===== src/source/ex_pkg.sv =====
`default_nettype none

package ex_pkg;

    localparam int XLEN = 32;

    typedef logic [XLEN-1:0] word_t;
    typedef logic [4:0]      reg_addr_t;

    // major opcodes
    localparam logic [6:0] OPC_OP     = 7'b0110011;
    localparam logic [6:0] OPC_OP_IMM = 7'b0010011;
    localparam logic [6:0] OPC_LOAD   = 7'b0000011;
    localparam logic [6:0] OPC_STORE  = 7'b0100011;
    localparam logic [6:0] OPC_BRANCH = 7'b1100011;
    localparam logic [6:0] OPC_JAL    = 7'b1101111;
    localparam logic [6:0] OPC_JALR   = 7'b1100111;
    localparam logic [6:0] OPC_LUI    = 7'b0110111;
    localparam logic [6:0] OPC_AUIPC  = 7'b0010111;

    // alu funct3
    localparam logic [2:0] F3_ADD  = 3'b000;
    localparam logic [2:0] F3_SLL  = 3'b001;
    localparam logic [2:0] F3_SLT  = 3'b010;
    localparam logic [2:0] F3_SLTU = 3'b011;
    localparam logic [2:0] F3_XOR  = 3'b100;
    localparam logic [2:0] F3_SR   = 3'b101; // srl / sra
    localparam logic [2:0] F3_OR   = 3'b110;
    localparam logic [2:0] F3_AND  = 3'b111;

    // branch funct3
    localparam logic [2:0] F3_BEQ  = 3'b000;
    localparam logic [2:0] F3_BNE  = 3'b001;
    localparam logic [2:0] F3_BLT  = 3'b100;
    localparam logic [2:0] F3_BGE  = 3'b101;
    localparam logic [2:0] F3_BLTU = 3'b110;
    localparam logic [2:0] F3_BGEU = 3'b111;

    // load / store sizes
    localparam logic [2:0] F3_B  = 3'b000;
    localparam logic [2:0] F3_H  = 3'b001;
    localparam logic [2:0] F3_W  = 3'b010;
    localparam logic [2:0] F3_BU = 3'b100;
    localparam logic [2:0] F3_HU = 3'b101;

    localparam logic [6:0] F7_ALT = 7'b0100000; // sub, sra

    typedef struct packed {
        logic [6:0] funct7;
        reg_addr_t  rs2;
        reg_addr_t  rs1;
        logic [2:0] funct3;
        reg_addr_t  rd;
        logic [6:0] opcode;
    } inst_r_t;

    typedef struct packed {
        logic [11:0] imm12;
        reg_addr_t   rs1;
        logic [2:0]  funct3;
        reg_addr_t   rd;
        logic [6:0]  opcode;
    } inst_i_t;

    typedef union packed {
        inst_r_t r;
        inst_i_t i;
    } inst_u;

    typedef struct packed {
        logic      valid;
        inst_u     inst;
        word_t     op1;      // rs1
        word_t     op2;      // rs2 or immediate
        word_t     jop1;     // jump base
        word_t     jop2;     // jump offset
        word_t     rs2_data; // store data
        logic      reg_we;
        reg_addr_t rd;
    } ex_req_t;

    typedef struct packed {
        word_t wdata;
        logic  jump;
        word_t jump_addr;
    } alu_res_t;

    typedef struct packed {
        logic  is_load;
        word_t load_data;
    } lsu_res_t;

    typedef struct packed {
        logic       req;
        logic       we;
        logic [3:0] be;
        word_t      addr;  // word aligned
        word_t      wdata;
    } mem_req_t;

endpackage

`default_nettype wire


===== src/source/alu_branch.sv =====
`timescale 1ns/10ps
`default_nettype none

module alu_branch import ex_pkg::*; (
    input  ex_req_t  req_i,
    output alu_res_t alu_res_o
);

    logic [6:0] opcode;
    logic [2:0] funct3;
    logic       is_op;
    logic       alt_r;
    logic       alt_i;
    logic [4:0] shamt;
    word_t      sum;
    word_t      diff;
    word_t      sll_res;
    word_t      srl_res;
    word_t      sra_res;
    logic       lt_s;
    logic       lt_u;
    logic       eq;
    word_t      alu_word;
    logic       take;
    word_t      target;
    word_t      wdata;
    logic       jump;

    assign opcode = req_i.inst.r.opcode;
    assign funct3 = req_i.inst.r.funct3;
    assign is_op  = (opcode == OPC_OP);

    // same bits, read through the two instruction formats
    assign alt_r = (req_i.inst.r.funct7 == F7_ALT);      // sub
    assign alt_i = (req_i.inst.i.imm12[11:5] == F7_ALT); // sra / srai

    assign shamt = req_i.op2[4:0];

    assign sum     = req_i.op1 + req_i.op2;
    assign diff    = req_i.op1 - req_i.op2;
    assign sll_res = req_i.op1 << shamt;
    assign srl_res = req_i.op1 >> shamt;
    assign sra_res = word_t'($signed(req_i.op1) >>> shamt); // sign fill

    assign lt_s = ($signed(req_i.op1) < $signed(req_i.op2));
    assign lt_u = (req_i.op1 < req_i.op2);
    assign eq   = (req_i.op1 == req_i.op2);

    always_comb begin
        case (funct3)
            F3_ADD:  alu_word = (is_op && alt_r) ? diff : sum;
            F3_SLL:  alu_word = sll_res;
            F3_SLT:  alu_word = {31'b0, lt_s};
            F3_SLTU: alu_word = {31'b0, lt_u};
            F3_XOR:  alu_word = req_i.op1 ^ req_i.op2;
            F3_SR:   alu_word = alt_i ? sra_res : srl_res;
            F3_OR:   alu_word = req_i.op1 | req_i.op2;
            F3_AND:  alu_word = req_i.op1 & req_i.op2;
            default: alu_word = '0;
        endcase
    end

    always_comb begin
        case (funct3)
            F3_BEQ:  take = eq;
            F3_BNE:  take = ~eq;
            F3_BLT:  take = lt_s;
            F3_BGE:  take = ~lt_s;
            F3_BLTU: take = lt_u;
            F3_BGEU: take = ~lt_u;
            default: take = 1'b0;
        endcase
    end

    always_comb begin
        wdata = '0;
        jump  = 1'b0;
        case (opcode)
            OPC_OP, OPC_OP_IMM: begin
                wdata = alu_word;
            end
            OPC_BRANCH: begin
                jump = take;
            end
            OPC_JAL, OPC_JALR: begin
                wdata = sum; // link value from decoder
                jump  = 1'b1;
            end
            OPC_LUI, OPC_AUIPC: begin
                wdata = sum;
            end
            default: begin
                wdata = '0; // loads, stores, unknown
            end
        endcase
    end

    always_comb begin
        target = req_i.jop1 + req_i.jop2;
        if (opcode == OPC_JALR) begin
            target[0] = 1'b0;
        end
    end

    assign alu_res_o.wdata     = wdata;
    assign alu_res_o.jump      = jump;
    assign alu_res_o.jump_addr = jump ? target : '0;

endmodule

`default_nettype wire


===== src/source/ex_stage.sv =====
`timescale 1ns/10ps
`default_nettype none

module ex_stage import ex_pkg::*; (
    input  logic      clk_i,
    input  logic      rst_i,
    input  ex_req_t   ex_req_i,
    input  word_t     mem_rdata_i,
    output mem_req_t  mem_req_o,
    output logic      wb_valid_o,
    output logic      reg_we_o,
    output reg_addr_t reg_waddr_o,
    output word_t     reg_wdata_o,
    output logic      jump_flag_o,
    output word_t     jump_addr_o
);

    alu_res_t alu_res;
    lsu_res_t lsu_res;

    // both units see the same request
    alu_branch u_alu_branch (
        .req_i     (ex_req_i),
        .alu_res_o (alu_res)
    );

    lsu_align u_lsu_align (
        .req_i       (ex_req_i),
        .mem_rdata_i (mem_rdata_i),
        .mem_req_o   (mem_req_o),
        .lsu_res_o   (lsu_res)
    );

    ex_writeback u_ex_writeback (
        .clk_i       (clk_i),
        .rst_i       (rst_i),
        .valid_i     (ex_req_i.valid),
        .reg_we_i    (ex_req_i.reg_we),
        .rd_i        (ex_req_i.rd),
        .alu_res_i   (alu_res),
        .lsu_res_i   (lsu_res),
        .wb_valid_o  (wb_valid_o),
        .reg_we_o    (reg_we_o),
        .reg_waddr_o (reg_waddr_o),
        .reg_wdata_o (reg_wdata_o),
        .jump_flag_o (jump_flag_o),
        .jump_addr_o (jump_addr_o)
    );

endmodule

`default_nettype wire


===== src/source/ex_writeback.sv =====
`timescale 1ns/10ps
`default_nettype none

module ex_writeback import ex_pkg::*; (
    input  logic      clk_i,
    input  logic      rst_i,
    input  logic      valid_i,
    input  logic      reg_we_i,
    input  reg_addr_t rd_i,
    input  alu_res_t  alu_res_i,
    input  lsu_res_t  lsu_res_i,
    output logic      wb_valid_o,
    output logic      reg_we_o,
    output reg_addr_t reg_waddr_o,
    output word_t     reg_wdata_o,
    output logic      jump_flag_o,
    output word_t     jump_addr_o
);

    word_t wb_word;
    logic  jump;

    assign wb_word = lsu_res_i.is_load ? lsu_res_i.load_data : alu_res_i.wdata;
    assign jump    = valid_i & alu_res_i.jump;

    always_ff @(posedge clk_i) begin
        if (rst_i) begin
            wb_valid_o  <= 1'b0;
            reg_we_o    <= 1'b0;
            jump_flag_o <= 1'b0;
            jump_addr_o <= '0;
        end else begin
            wb_valid_o  <= valid_i;
            reg_we_o    <= valid_i & reg_we_i;
            jump_flag_o <= jump;
            jump_addr_o <= jump ? alu_res_i.jump_addr : '0; // zero unless jumping
        end
    end

    always_ff @(posedge clk_i) begin
        reg_waddr_o <= rd_i;
        reg_wdata_o <= wb_word;
    end

endmodule

`default_nettype wire


===== src/source/lsu_align.sv =====
`timescale 1ns/10ps
`default_nettype none

module lsu_align import ex_pkg::*; (
    input  ex_req_t  req_i,
    input  word_t    mem_rdata_i,
    output mem_req_t mem_req_o,
    output lsu_res_t lsu_res_o
);

    logic [6:0]  opcode;
    logic [2:0]  funct3;
    word_t       eff_addr;
    logic [1:0]  lane;
    logic        is_load;
    logic        is_store;
    logic [3:0]  be;
    word_t       st_data;
    logic [7:0]  ld_byte;
    logic [15:0] ld_half;
    word_t       ld_data;

    assign opcode = req_i.inst.i.opcode;
    assign funct3 = req_i.inst.i.funct3;

    assign eff_addr = req_i.op1 + req_i.op2;
    assign lane     = eff_addr[1:0];

    assign is_load  = req_i.valid && (opcode == OPC_LOAD);
    assign is_store = req_i.valid && (opcode == OPC_STORE);

    // byte enables per size and lane
    always_comb begin
        case (funct3)
            F3_B:    be = 4'b0001 << lane;
            F3_H:    be = lane[1] ? 4'b1100 : 4'b0011;
            F3_W:    be = 4'b1111;
            default: be = 4'b0000;
        endcase
    end

    // replicate so every lane carries the data, be picks the target
    always_comb begin
        case (funct3)
            F3_B:    st_data = {4{req_i.rs2_data[7:0]}};
            F3_H:    st_data = {2{req_i.rs2_data[15:0]}};
            default: st_data = req_i.rs2_data;
        endcase
    end

    assign ld_byte = mem_rdata_i[{lane, 3'b000} +: 8];
    assign ld_half = mem_rdata_i[{lane[1], 4'b0000} +: 16];

    always_comb begin
        case (funct3)
            F3_B:    ld_data = {{24{ld_byte[7]}}, ld_byte};
            F3_BU:   ld_data = {24'b0, ld_byte};
            F3_H:    ld_data = {{16{ld_half[15]}}, ld_half};
            F3_HU:   ld_data = {16'b0, ld_half};
            F3_W:    ld_data = mem_rdata_i;
            default: ld_data = '0;
        endcase
    end

    always_comb begin
        mem_req_o.req   = is_load | is_store;
        mem_req_o.we    = is_store;
        mem_req_o.be    = is_store ? be : 4'b0000;
        mem_req_o.addr  = (is_load | is_store) ? {eff_addr[XLEN-1:2], 2'b00} : '0;
        mem_req_o.wdata = is_store ? st_data : '0;
    end

    assign lsu_res_o.is_load   = is_load;
    assign lsu_res_o.load_data = ld_data;

endmodule

`default_nettype wire

===== config.mk =====
export PLATFORM = sky130hd
export DESIGN_NAME = ex_stage
export DESIGN_NICKNAME = d
export VERILOG_FILES = /design/src/source/ex_pkg.sv /design/src/source/alu_branch.sv /design/src/source/ex_stage.sv /design/src/source/ex_writeback.sv /design/src/source/lsu_align.sv
export SDC_FILE = /design/constraint.sdc
export NUM_CORES = 1
export LEC_CHECK = 0
export ABC_AREA = 1
export BUFFER_PORTS_ARGS = -buffer_cell sky130_fd_sc_hd__buf_2
export CAP_MARGIN = 0
export CORE_ASPECT_RATIO = 0.5
export CORE_MARGIN = 2
export CORE_UTILIZATION = 28
export DETAILED_ROUTE_END_ITERATION = 12
export GPL_TIMING_DRIVEN = 0
export PLACE_DENSITY_LB_ADDON = 0.12
export RECOVER_POWER = 25
export SETUP_SLACK_MARGIN = 0.1
export SYNTH_ARGS = -nofsm -noshare
export SYNTH_HDL_FRONTEND = slang
export SYNTH_SLANG_ARGS = --single-unit

===== constraint.sdc =====
create_clock -name clk_i -period 12.1 [get_ports clk_i]
set_clock_uncertainty 0.1 [all_clocks]
set_input_delay 2.42 -clock clk_i [delete_from_list [all_inputs] [get_ports clk_i]]
set_output_delay 2.42 -clock clk_i [all_outputs]
set_load 0.02 [all_outputs]

; ---- Word-level counts from Yosys, hierarchy flattened
; Cells that the tools add are included.
[word_totals]
reg_bits = 72
[classes]
addsub = 3
magnitude_cmp = 2
n_eq_ne = 18
shifts = 6
mux = 14
bitwise = 11
reduce_logical = 9
[ops]
columns = cell, n
row1 = one-hot mux 32 bit (8 select lines), 1
row2 = two-way mux 32 bit, 5
row3 = one-hot mux 32 bit (5 select lines), 1
row4 = one-hot mux 32 bit (2 select lines), 2
row5 = adder 32 bit, 2
row6 = < comparator 32 bit, 2
row7 = bitwise AND 32 bit, 1
row8 = == test 32 bit, 1
row9 = bitwise OR 32 bit, 1
row10 = variable part select 32 x 6 -> 16 bit, 1
row11 = variable part select 32 x 6 -> 8 bit, 1
row12 = left shift 32 x 5 -> 32 bit, 1
row13 = >> shifter 32 x 5 -> 32 bit, 1
row14 = >>> shifter 32 x 5 -> 32 bit, 1
row15 = subtractor 32 bit, 1
row16 = bitwise XOR 32 bit, 1
row17 = "== test 7 x 6 -> 1 bit, second input constant", 4
row18 = "== test 7 bit, second input constant", 3
row19 = "== test 7 x 5 -> 1 bit, second input constant", 2
row20 = "== test 3 bit, second input constant", 4
row21 = one-hot mux 4 bit (3 select lines), 1
row22 = two-way mux 4 bit, 2
row23 = OR reduction 4 bit, 2
row24 = "== test 7 x 2 -> 1 bit, second input constant", 1
row25 = 12 further kinds, 21

; ---- Longest topological paths before layout
; Gate-level depths: netlist (run 1).
[depth]
word_depth = 7
ltp_mapped = 24

; ---- Hierarchy
; From an unflattened synthesis (run 1), not the netlist that was laid out.
[hier_totals]
cells_unflattened = 3185
area_unflattened_um2 = 17702.0
[modules_own_cells]
columns = module, n_inst, cells_per_inst, area_per_inst_um2, seq_area_each_um2
row1 = alu_branch, 1, 2147, 11736.3, 0.0
row2 = lsu_align, 1, 789, 3717.3, 0.0
row3 = ex_writeback, 1, 249, 2248.4, 1441.4

; ---- Worst setup path before layout (run 1)
; No wires, ideal clock.
[synth_path]
path_type = input-to-output
start = in ex_req_i[104] in the netlist's numbering
end = out mem_req_o[60] in the netlist's numbering
arrival_ps = 4887
required_time_ps = 9580
path_slack_ps = 4693
cell_stages = 16
path_cell_list = buf_2 -> clkinv_1 -> clkbuf_1 -> buf_1 -> ha_1 -> buf_2 -> nand2_1 -> nand3_1 -> and2_1 -> a21oi_1 -> o21bai_1 -> nand2_1 -> nand2_1 -> nand2_1 -> nand2_1 -> nor2_1
[synth_lines]
columns = item, line_no
row1 = start: declaration, ex_stage.sv:7  ; input ex_req_t ex_req_i,
row2 = end: declaration, ex_stage.sv:9  ; output mem_req_t mem_req_o,

==> results.py, run 1 <==
metrics = {
    "run_status": {
        "status": "complete, no violations",
    },
    "finish": {
        "syn_to_final_growth_pct": 19.52,
        "num-fill-cells": 6208,
        "stdcell_area_sq_um": 17910,
        "drive_above_1_share": 0.1476,
        "fin_util": 0.3418,
        "fin_nets": 3510,
        "final_cells": 3855,
    },
    "yosys": {
        "syn_area_sq_um": 14990,
        "async_reset_ff_frac": 0,
        "postSynthCellCount": 2778,
        "synth_cell_types": 52,
        "synth_ff_type": "dfxtp_1",
        "syn_area_per_cell_sq_um": 5.395,
        "synth_edf_count": 0,
        "synth_seq_cells": 72,
        "ys_warn_count": 0,
        "ys_seq_area_frac": 0.09617,
    },
    "setup_path": {
        "crit_path_top_delay_cell": "buf_1",
        "path_common_cell": "buf_2",
        "worstPathArrival_ns": 6.78,
        "worstSetupEndpointType": "primary output",
        "crit_required_ns": 9.58,
        "crit_type": "primary input to primary output",
        "crit_buf_inv": 7,
        "critical_path.max_fanout": 11,
        "critPathLaunchType": "primary input",
        "path_delay_family": "buffers and inverters",
        "path_depth": 16,
        "slowest_delay_ns": 0.77,
        "startpoint": "ex_req_i[104]",
        "timing.critical_path.to": "mem_req_o[44]",
        "crit_path_cell_trace": "buf_2 -> buf_2 -> clkinv_1 -> clkbuf_1 -> buf_1 -> ha_1 -> buf_2 -> nand2_1 -> nand3_1 -> and2_1 -> a21oi_1 -> o21bai_1 -> or2_2 -> nand2_1 -> nor2_1 -> buf_2",
    },
    "die": {
        "placementRows": 59,
        "die_w_microns": 331.2,
        "die-height_microns": 167.6,
        "design.core.area_sq_um": 52410,
        "start_util": 0.2860,
        "die-area_sq_um": 55510,
        "io_pins": 375,
    },
    "route": {
        "drt_pass1_iterations": 6,
        "wirelength_mm": 93.85,
        "drtIter0Drc": 2686,
        "wire_per_inst_microns": 24.34,
        "ant_nets": 0,
        "remaining_drc_errors": 0,
        "vias": 21132,
        "viasPerCell": 5.482,
    },
    "placement": {
        "dp_cells": 3836,
        "gp_congestion": 1.082,
        "dpl.hpwl_mm": 80.64,
        "placed_area_sq_um": 17650,
        "portBuffers": 356,
    },
    "timing": {
        "tightestPinTransition_ns": 1.207,
        "rsz0062_at_grt": "false",
        "slew_viol_final": 0,
        "timing.final.crit_period_ns": 9.304,
        "finalSetupTns_ns": 0,
        "max_slew_margin": 0.1927,
        "whs_ns": 2.057,
        "fmax_mhz": 107.5,
        "finalHoldViolations": 0,
        "fin_crit_sh": 0.7689,
        "finalSetupViolCount": 0,
    },
    "power_and_ir_drop": {
        "p_leak_nw": 9.273,
        "power_density_nw_per_um2": 71.90,
        "ir_drop_uv": 47.42,
    },
    "clock_tree": {
        "ctsLongestPathBuffers": 2,
        "cts_tree": "done",
        "cts-resized-gates": 0,
        "post-cts-setup-buffer-count": 0,
        "htreeDepth": 3,
        "hold_buffers": 0,
        "cts_root_buffer": "clkbuf_16",
        "clock-sinks": 72,
        "cts_buffers": 9,
        "cts.clk_slew.worst_paths_ns": 0.07,
    },
    "run": {
        "cap_viol_max_count": 0,
    },
    "global_route": {
        "top_usage_layer": "met2",
        "grtUsageMet2": 0.5280,
        "grt_pass1_vias": 19604,
        "grt_antenna_before_repair": 5,
        "grt_start_max_net_pins": 15,
        "grtUsageMet1": 0.4427,
        "grt_use_total": 0.3251,
        "gr-total-overflow": 0,
        "grt_use_met3": 0.04999,
        "grt_pass1_wl_mm": 131.7,
    },
    "worst_hold_path": {
        "min_path_type": "primary input to flop",
    },
}
## metal layers
metal,wire length [microns],share of wire
met2,41890,0.45
met4,2689,0.029
met1,40780,0.43
met3,8484,0.090
met5,12,0.00013
## layout by cell type (no fill, tap or decap), types with 13 or more instances in the layout
cell type	Yosys	final
xnor2_1	13	13
inv_2	19	19
nand3_1	348	348
a21oi_1	176	176
o221ai_1	20	20
o21ai_0	176	176
nand2_1	787	787
o21bai_1	18	18
nor2_2	40	40
clkbuf_1	62	109
nand4_1	15	15
inv_1	310	310
buf_1	14	14
o211ai_1	52	52
dfxtp_1	72	72
buf_2	42	351
nor2_1	286	286
xor2_1	34	34
ha_1	128	128
a211oi_1	17	17
nor3_1	20	20
## layout make-up
type / instances / area, sq um / area share
multi-input combinational: 2243 / 11690 / 0.6528
timing repair buffer: 356 / 1723 / 0.09618
sequential: 72 / 1441 / 0.08046
inverter: 332 / 1246 / 0.06957
tap: 701 / 877.1 / 0.04896
buffer: 132 / 610.6 / 0.03409
clock buffer: 10 / 239.0 / 0.01334
clock inverter: 6 / 75.07 / 0.004191
antenna: 3 / 7.507 / 0.0004191
## cell usage after synthesis, types with 9 or more instances
cell	count	area, sq um
o21bai_1	18	135.1
nand4_1	15	93.84
xnor2_1	13	113.9
inv_2	19	71.32
a21oi_1	176	880.8
a211oi_1	17	127.6
o221ai_1	20	175.2
buf_2	42	210.2
nand2_1	787	2954
inv_1	310	1164
nand3_1	348	1742
nor2_1	286	1074
dfxtp_1	72	1441
clkbuf_1	62	232.7
ha_1	128	1602
o211ai_1	52	390.4
o21a_1	12	90.09
buf_1	14	52.55
o22ai_1	9	56.30
o21ai_0	176	880.8
a21o_1	9	67.56
nor2_2	40	250.2
nor3_1	20	100.1
nor4_1	9	56.30
xor2_1	34	297.8
## through the flow
| step | power [mW] | setup WS [ns] |
|---|---|---|
| after global routing | 1.363 | 2.730 |
| after detailed placement | 0.9747 | 2.907 |
| after floorplan | 0.6926 | 4.693 |
| final | 1.288 | 2.796 |
| after CTS | 1.272 | 2.893 |
| after global placement | 0.9781 | 2.847 |
## worst min path at each step
stage,to,slack [ns],cells after the start,startpoint
global route,u_ex_writeback.reg_waddr_o[3],2.04,1,ex_req_i[3]
finish,u_ex_writeback.reg_waddr_o[1],2.06,1,ex_req_i[1]
detailed placement,u_ex_writeback.reg_waddr_o[3],2.42,1,ex_req_i[3]
floorplan,u_ex_writeback.reg_waddr_o[0],2.35,0,ex_req_i[0]
global placement,u_ex_writeback.reg_waddr_o[0],2.42,1,ex_req_i[0]
CTS,u_ex_writeback.reg_waddr_o[3],2.04,1,ex_req_i[3]
## power by group
part	total, mW	internal, mW	leakage, nW	switching [mW]
clock	0.292	0.168	0.151	0.124
combinational	0.754	0.213	8.54	0.541
sequential	0.242	0.241	0.583	0.00102
## registers in the layout (all words and copies together) (netlist names)
name,cells
u_ex_writeback.jump_addr_o,32
u_ex_writeback.jump_flag_o,1
u_ex_writeback.reg_waddr_o,5
u_ex_writeback.reg_wdata_o,32
u_ex_writeback.reg_we_o,1
u_ex_writeback.wb_valid_o,1
## kinds of logic (layout without fill, tap and decap cells)
group / count (synthesis) / count (layout) / share of synthesized area
muxes: 5 / 5 / 0.003339
adders and majority gates: 131 / 131 / 0.1109
DFF: 72 / 72 / 0.09617
buffers and inverters: 464 / 836 / 0.1239
other: 1 / 5 / 0.0002502
and+or+nand+nor: 1538 / 1538 / 0.4353
AOI/OAI and AO/OA: 520 / 520 / 0.2028
xor gates and xnor gates: 47 / 47 / 0.02747
Note: power is estimated with default switching activity, not from simulation.
==> inputs of run 2 (changes only) <==
==> constraint.sdc (replaced) <==
create_clock -name clk_i -period 7.7 [get_ports clk_i]
set_clock_uncertainty 0.1 [all_clocks]
set_input_delay 1.54 -clock clk_i [delete_from_list [all_inputs] [get_ports clk_i]]
set_output_delay 1.54 -clock clk_i [all_outputs]
set_load 0.02 [all_outputs]
==> run 2 against run 1 <==
  * Die area unchanged
  * Global-route usage unchanged
  * Routed wire length about the same
  * First-iteration DRC count did not move
  * Critical endpoint unchanged
  * Largest cell class unchanged
  * Largest power group unchanged
==> results.py, run 2 (synthesized netlist as in run 1, its figures left out) <==
metrics = {
    "timing": {
        "fin_crit_sh": 0.9368,
        "finalSetupViolCount": 0,
        "fmax_mhz": 138.6,
        "finalHoldViolations": 0,
        "timing.final.crit_period_ns": 7.214,
        "tightestPinTransition_ns": 1.206,
        "finalSetupTns_ns": 0,
        "worst_slack_ns": 0.4864,
        "rsz0062_at_grt": "false",
        "max_slew_margin": 0.1931,
        "slew_viol_final": 0,
    },
    "setup_path": {
        "crit_path_cell_trace": "buf_2 -> buf_2 -> clkinv_1 -> clkbuf_1 -> clkbuf_2 -> ha_1 -> buf_2 -> nand2_1 -> nand3_1 -> and2_1 -> a21oi_1 -> o21bai_1 -> or2_2 -> nand2_1 -> nor2_1 -> buf_2",
        "path_delay_family": "buffers and inverters",
        "path_depth": 16,
        "worstSetupEndpointType": "primary output",
        "worstPathArrival_ns": 5.57,
        "crit_type": "primary input to primary output",
        "timing.critical_path.to": "mem_req_o[44]",
        "crit_buf_inv": 7,
        "slowest_delay_ns": 0.62,
        "crit_path_top_delay_cell": "clkbuf_1",
        "critical_path.max_fanout": 11,
        "path_common_cell": "buf_2",
        "crit_required_ns": 6.06,
        "startpoint": "ex_req_i[104]",
        "critPathLaunchType": "primary input",
    },
    "run_status": {
        "status": "complete, no violations",
    },
    "global_route": {
        "gr-total-overflow": 0,
        "grt_use_total": 0.3251,
        "grt_pass1_wl_mm": 131.7,
        "grt_start_max_net_pins": 15,
        "grt_antenna_before_repair": 5,
        "grt_pass1_vias": 19604,
    },
    "placement": {
        "gp_congestion": 1.082,
        "dp_slack_ns": 0.2673,
        "portBuffers": 356,
        "dpl.hpwl_mm": 80.64,
    },
    "clock_tree": {
        "ctsLongestPathBuffers": 2,
        "post-cts-setup-buffer-count": 0,
        "cts.clk_slew.worst_paths_ns": 0.07,
        "cts_tree": "done",
        "hold_buffers": 0,
        "cts_buffers": 9,
        "cts_root_buffer": "clkbuf_16",
        "clock-sinks": 72,
        "htreeDepth": 3,
    },
    "power_and_ir_drop": {
        "power_density_nw_per_um2": 113.0,
        "ir_drop_uv": 74.51,
        "p_leak_nw": 9.276,
    },
    "die": {
        "io_pins": 375,
        "placementRows": 59,
        "die-height_microns": 167.6,
        "design.core.area_sq_um": 52410,
        "start_util": 0.2860,
        "die_w_microns": 331.2,
        "die-area_sq_um": 55510,
    },
    "route": {
        "drt_pass1_iterations": 6,
        "ant_nets": 0,
        "remaining_drc_errors": 0,
        "viasPerCell": 5.485,
        "drtIter0Drc": 2686,
        "vias": 21143,
        "wirelength_mm": 93.81,
        "wire_per_inst_microns": 24.34,
    },
    "finish": {
        "mostFrequentLayoutCell": "nand2_1",
        "num-fill-cells": 6210,
        "layout_common_cells": "787 x nand2_1, 351 x buf_2, 348 x nand3_1",
        "fin_nets": 3510,
        "drive_above_1_share": 0.1479,
        "syn_to_final_growth_pct": 19.53,
        "top_regs": "u_ex_writeback.jump_addr_o x32, u_ex_writeback.reg_wdata_o x32, u_ex_writeback.reg_waddr_o x5",
    },
    "run": {
        "cap_viol_max_count": 0,
    },
    "worst_hold_path": {
        "min_path_type": "primary input to flop",
    },
}
run 2: report_power, final:
part	switching [mW]	internal, mW
logic	0.850	0.335
clock network	0.194	0.265
registers	0.00160	0.378
total	1.05	0.978
run 2: area by class of cell:
class	instances	area, sq um	area share
antenna	3	7.507	0.0004191
clock inverter	6	75.07	0.004191
inverter	332	1246	0.06956
timing repair buffer	356	1723	0.09617
multi-input combinational	2243	11690	0.6527
tap	701	877.1	0.04896
clock buffer	10	239.0	0.01334
buffer	132	611.8	0.03415
sequential	72	1441	0.08046
run 2: through the flow:
| stage | std cells | area (sq um) | hold slack [ns] | utilization | power, mW |
|---|---|---|---|---|---|
| 6_report | 3855 | 17910 | 1.177 | 0.3418 | 2.024 |
| 5_1_grt | 3855 | 17910 | 1.160 | 0.3418 | 2.141 |
| 4_1_cts | 3852 | 17960 | 1.160 | 0.3428 | 2.000 |
| 3_5_place_dp | 3836 | 17650 | 1.544 | 0.3368 | 1.532 |
| 3_3_place_gp | 3836 | 17650 | 1.542 | 0.3368 | 1.537 |
| 2_1_floorplan | 2779 | 14990 | 1.468 | - | 1.088 |
run 2: how the worst min path moves through the flow:
stage | start | end | cells after the start
6_report | ex_req_i[1] | u_ex_writeback.reg_waddr_o[1] | 1
3_5_place_dp | ex_req_i[3] | u_ex_writeback.reg_waddr_o[3] | 1
2_1_floorplan | ex_req_i[0] | u_ex_writeback.reg_waddr_o[0] | 0
5_1_grt | ex_req_i[3] | u_ex_writeback.reg_waddr_o[3] | 1
3_3_place_gp | ex_req_i[0] | u_ex_writeback.reg_waddr_o[0] | 1
4_1_cts | ex_req_i[3] | u_ex_writeback.reg_waddr_o[3] | 1
run 2: timing repair:
item                                    4_1_cts  5_1_grt
hold endpoints to repair                      0        0
endpoints found under the setup margin        0        1
gates resized for setup                       0        2
run 2: metal layers:
layer  track usage  wire (microns)  share of wire  vias up
li1              -               -              -     9846
met1        0.4427           40810           0.44    10042
met2        0.5280           41860           0.45     1102
met3       0.04999            8403          0.090      151
met4       0.09322            2721          0.029        2
met5             0              12        0.00013        -
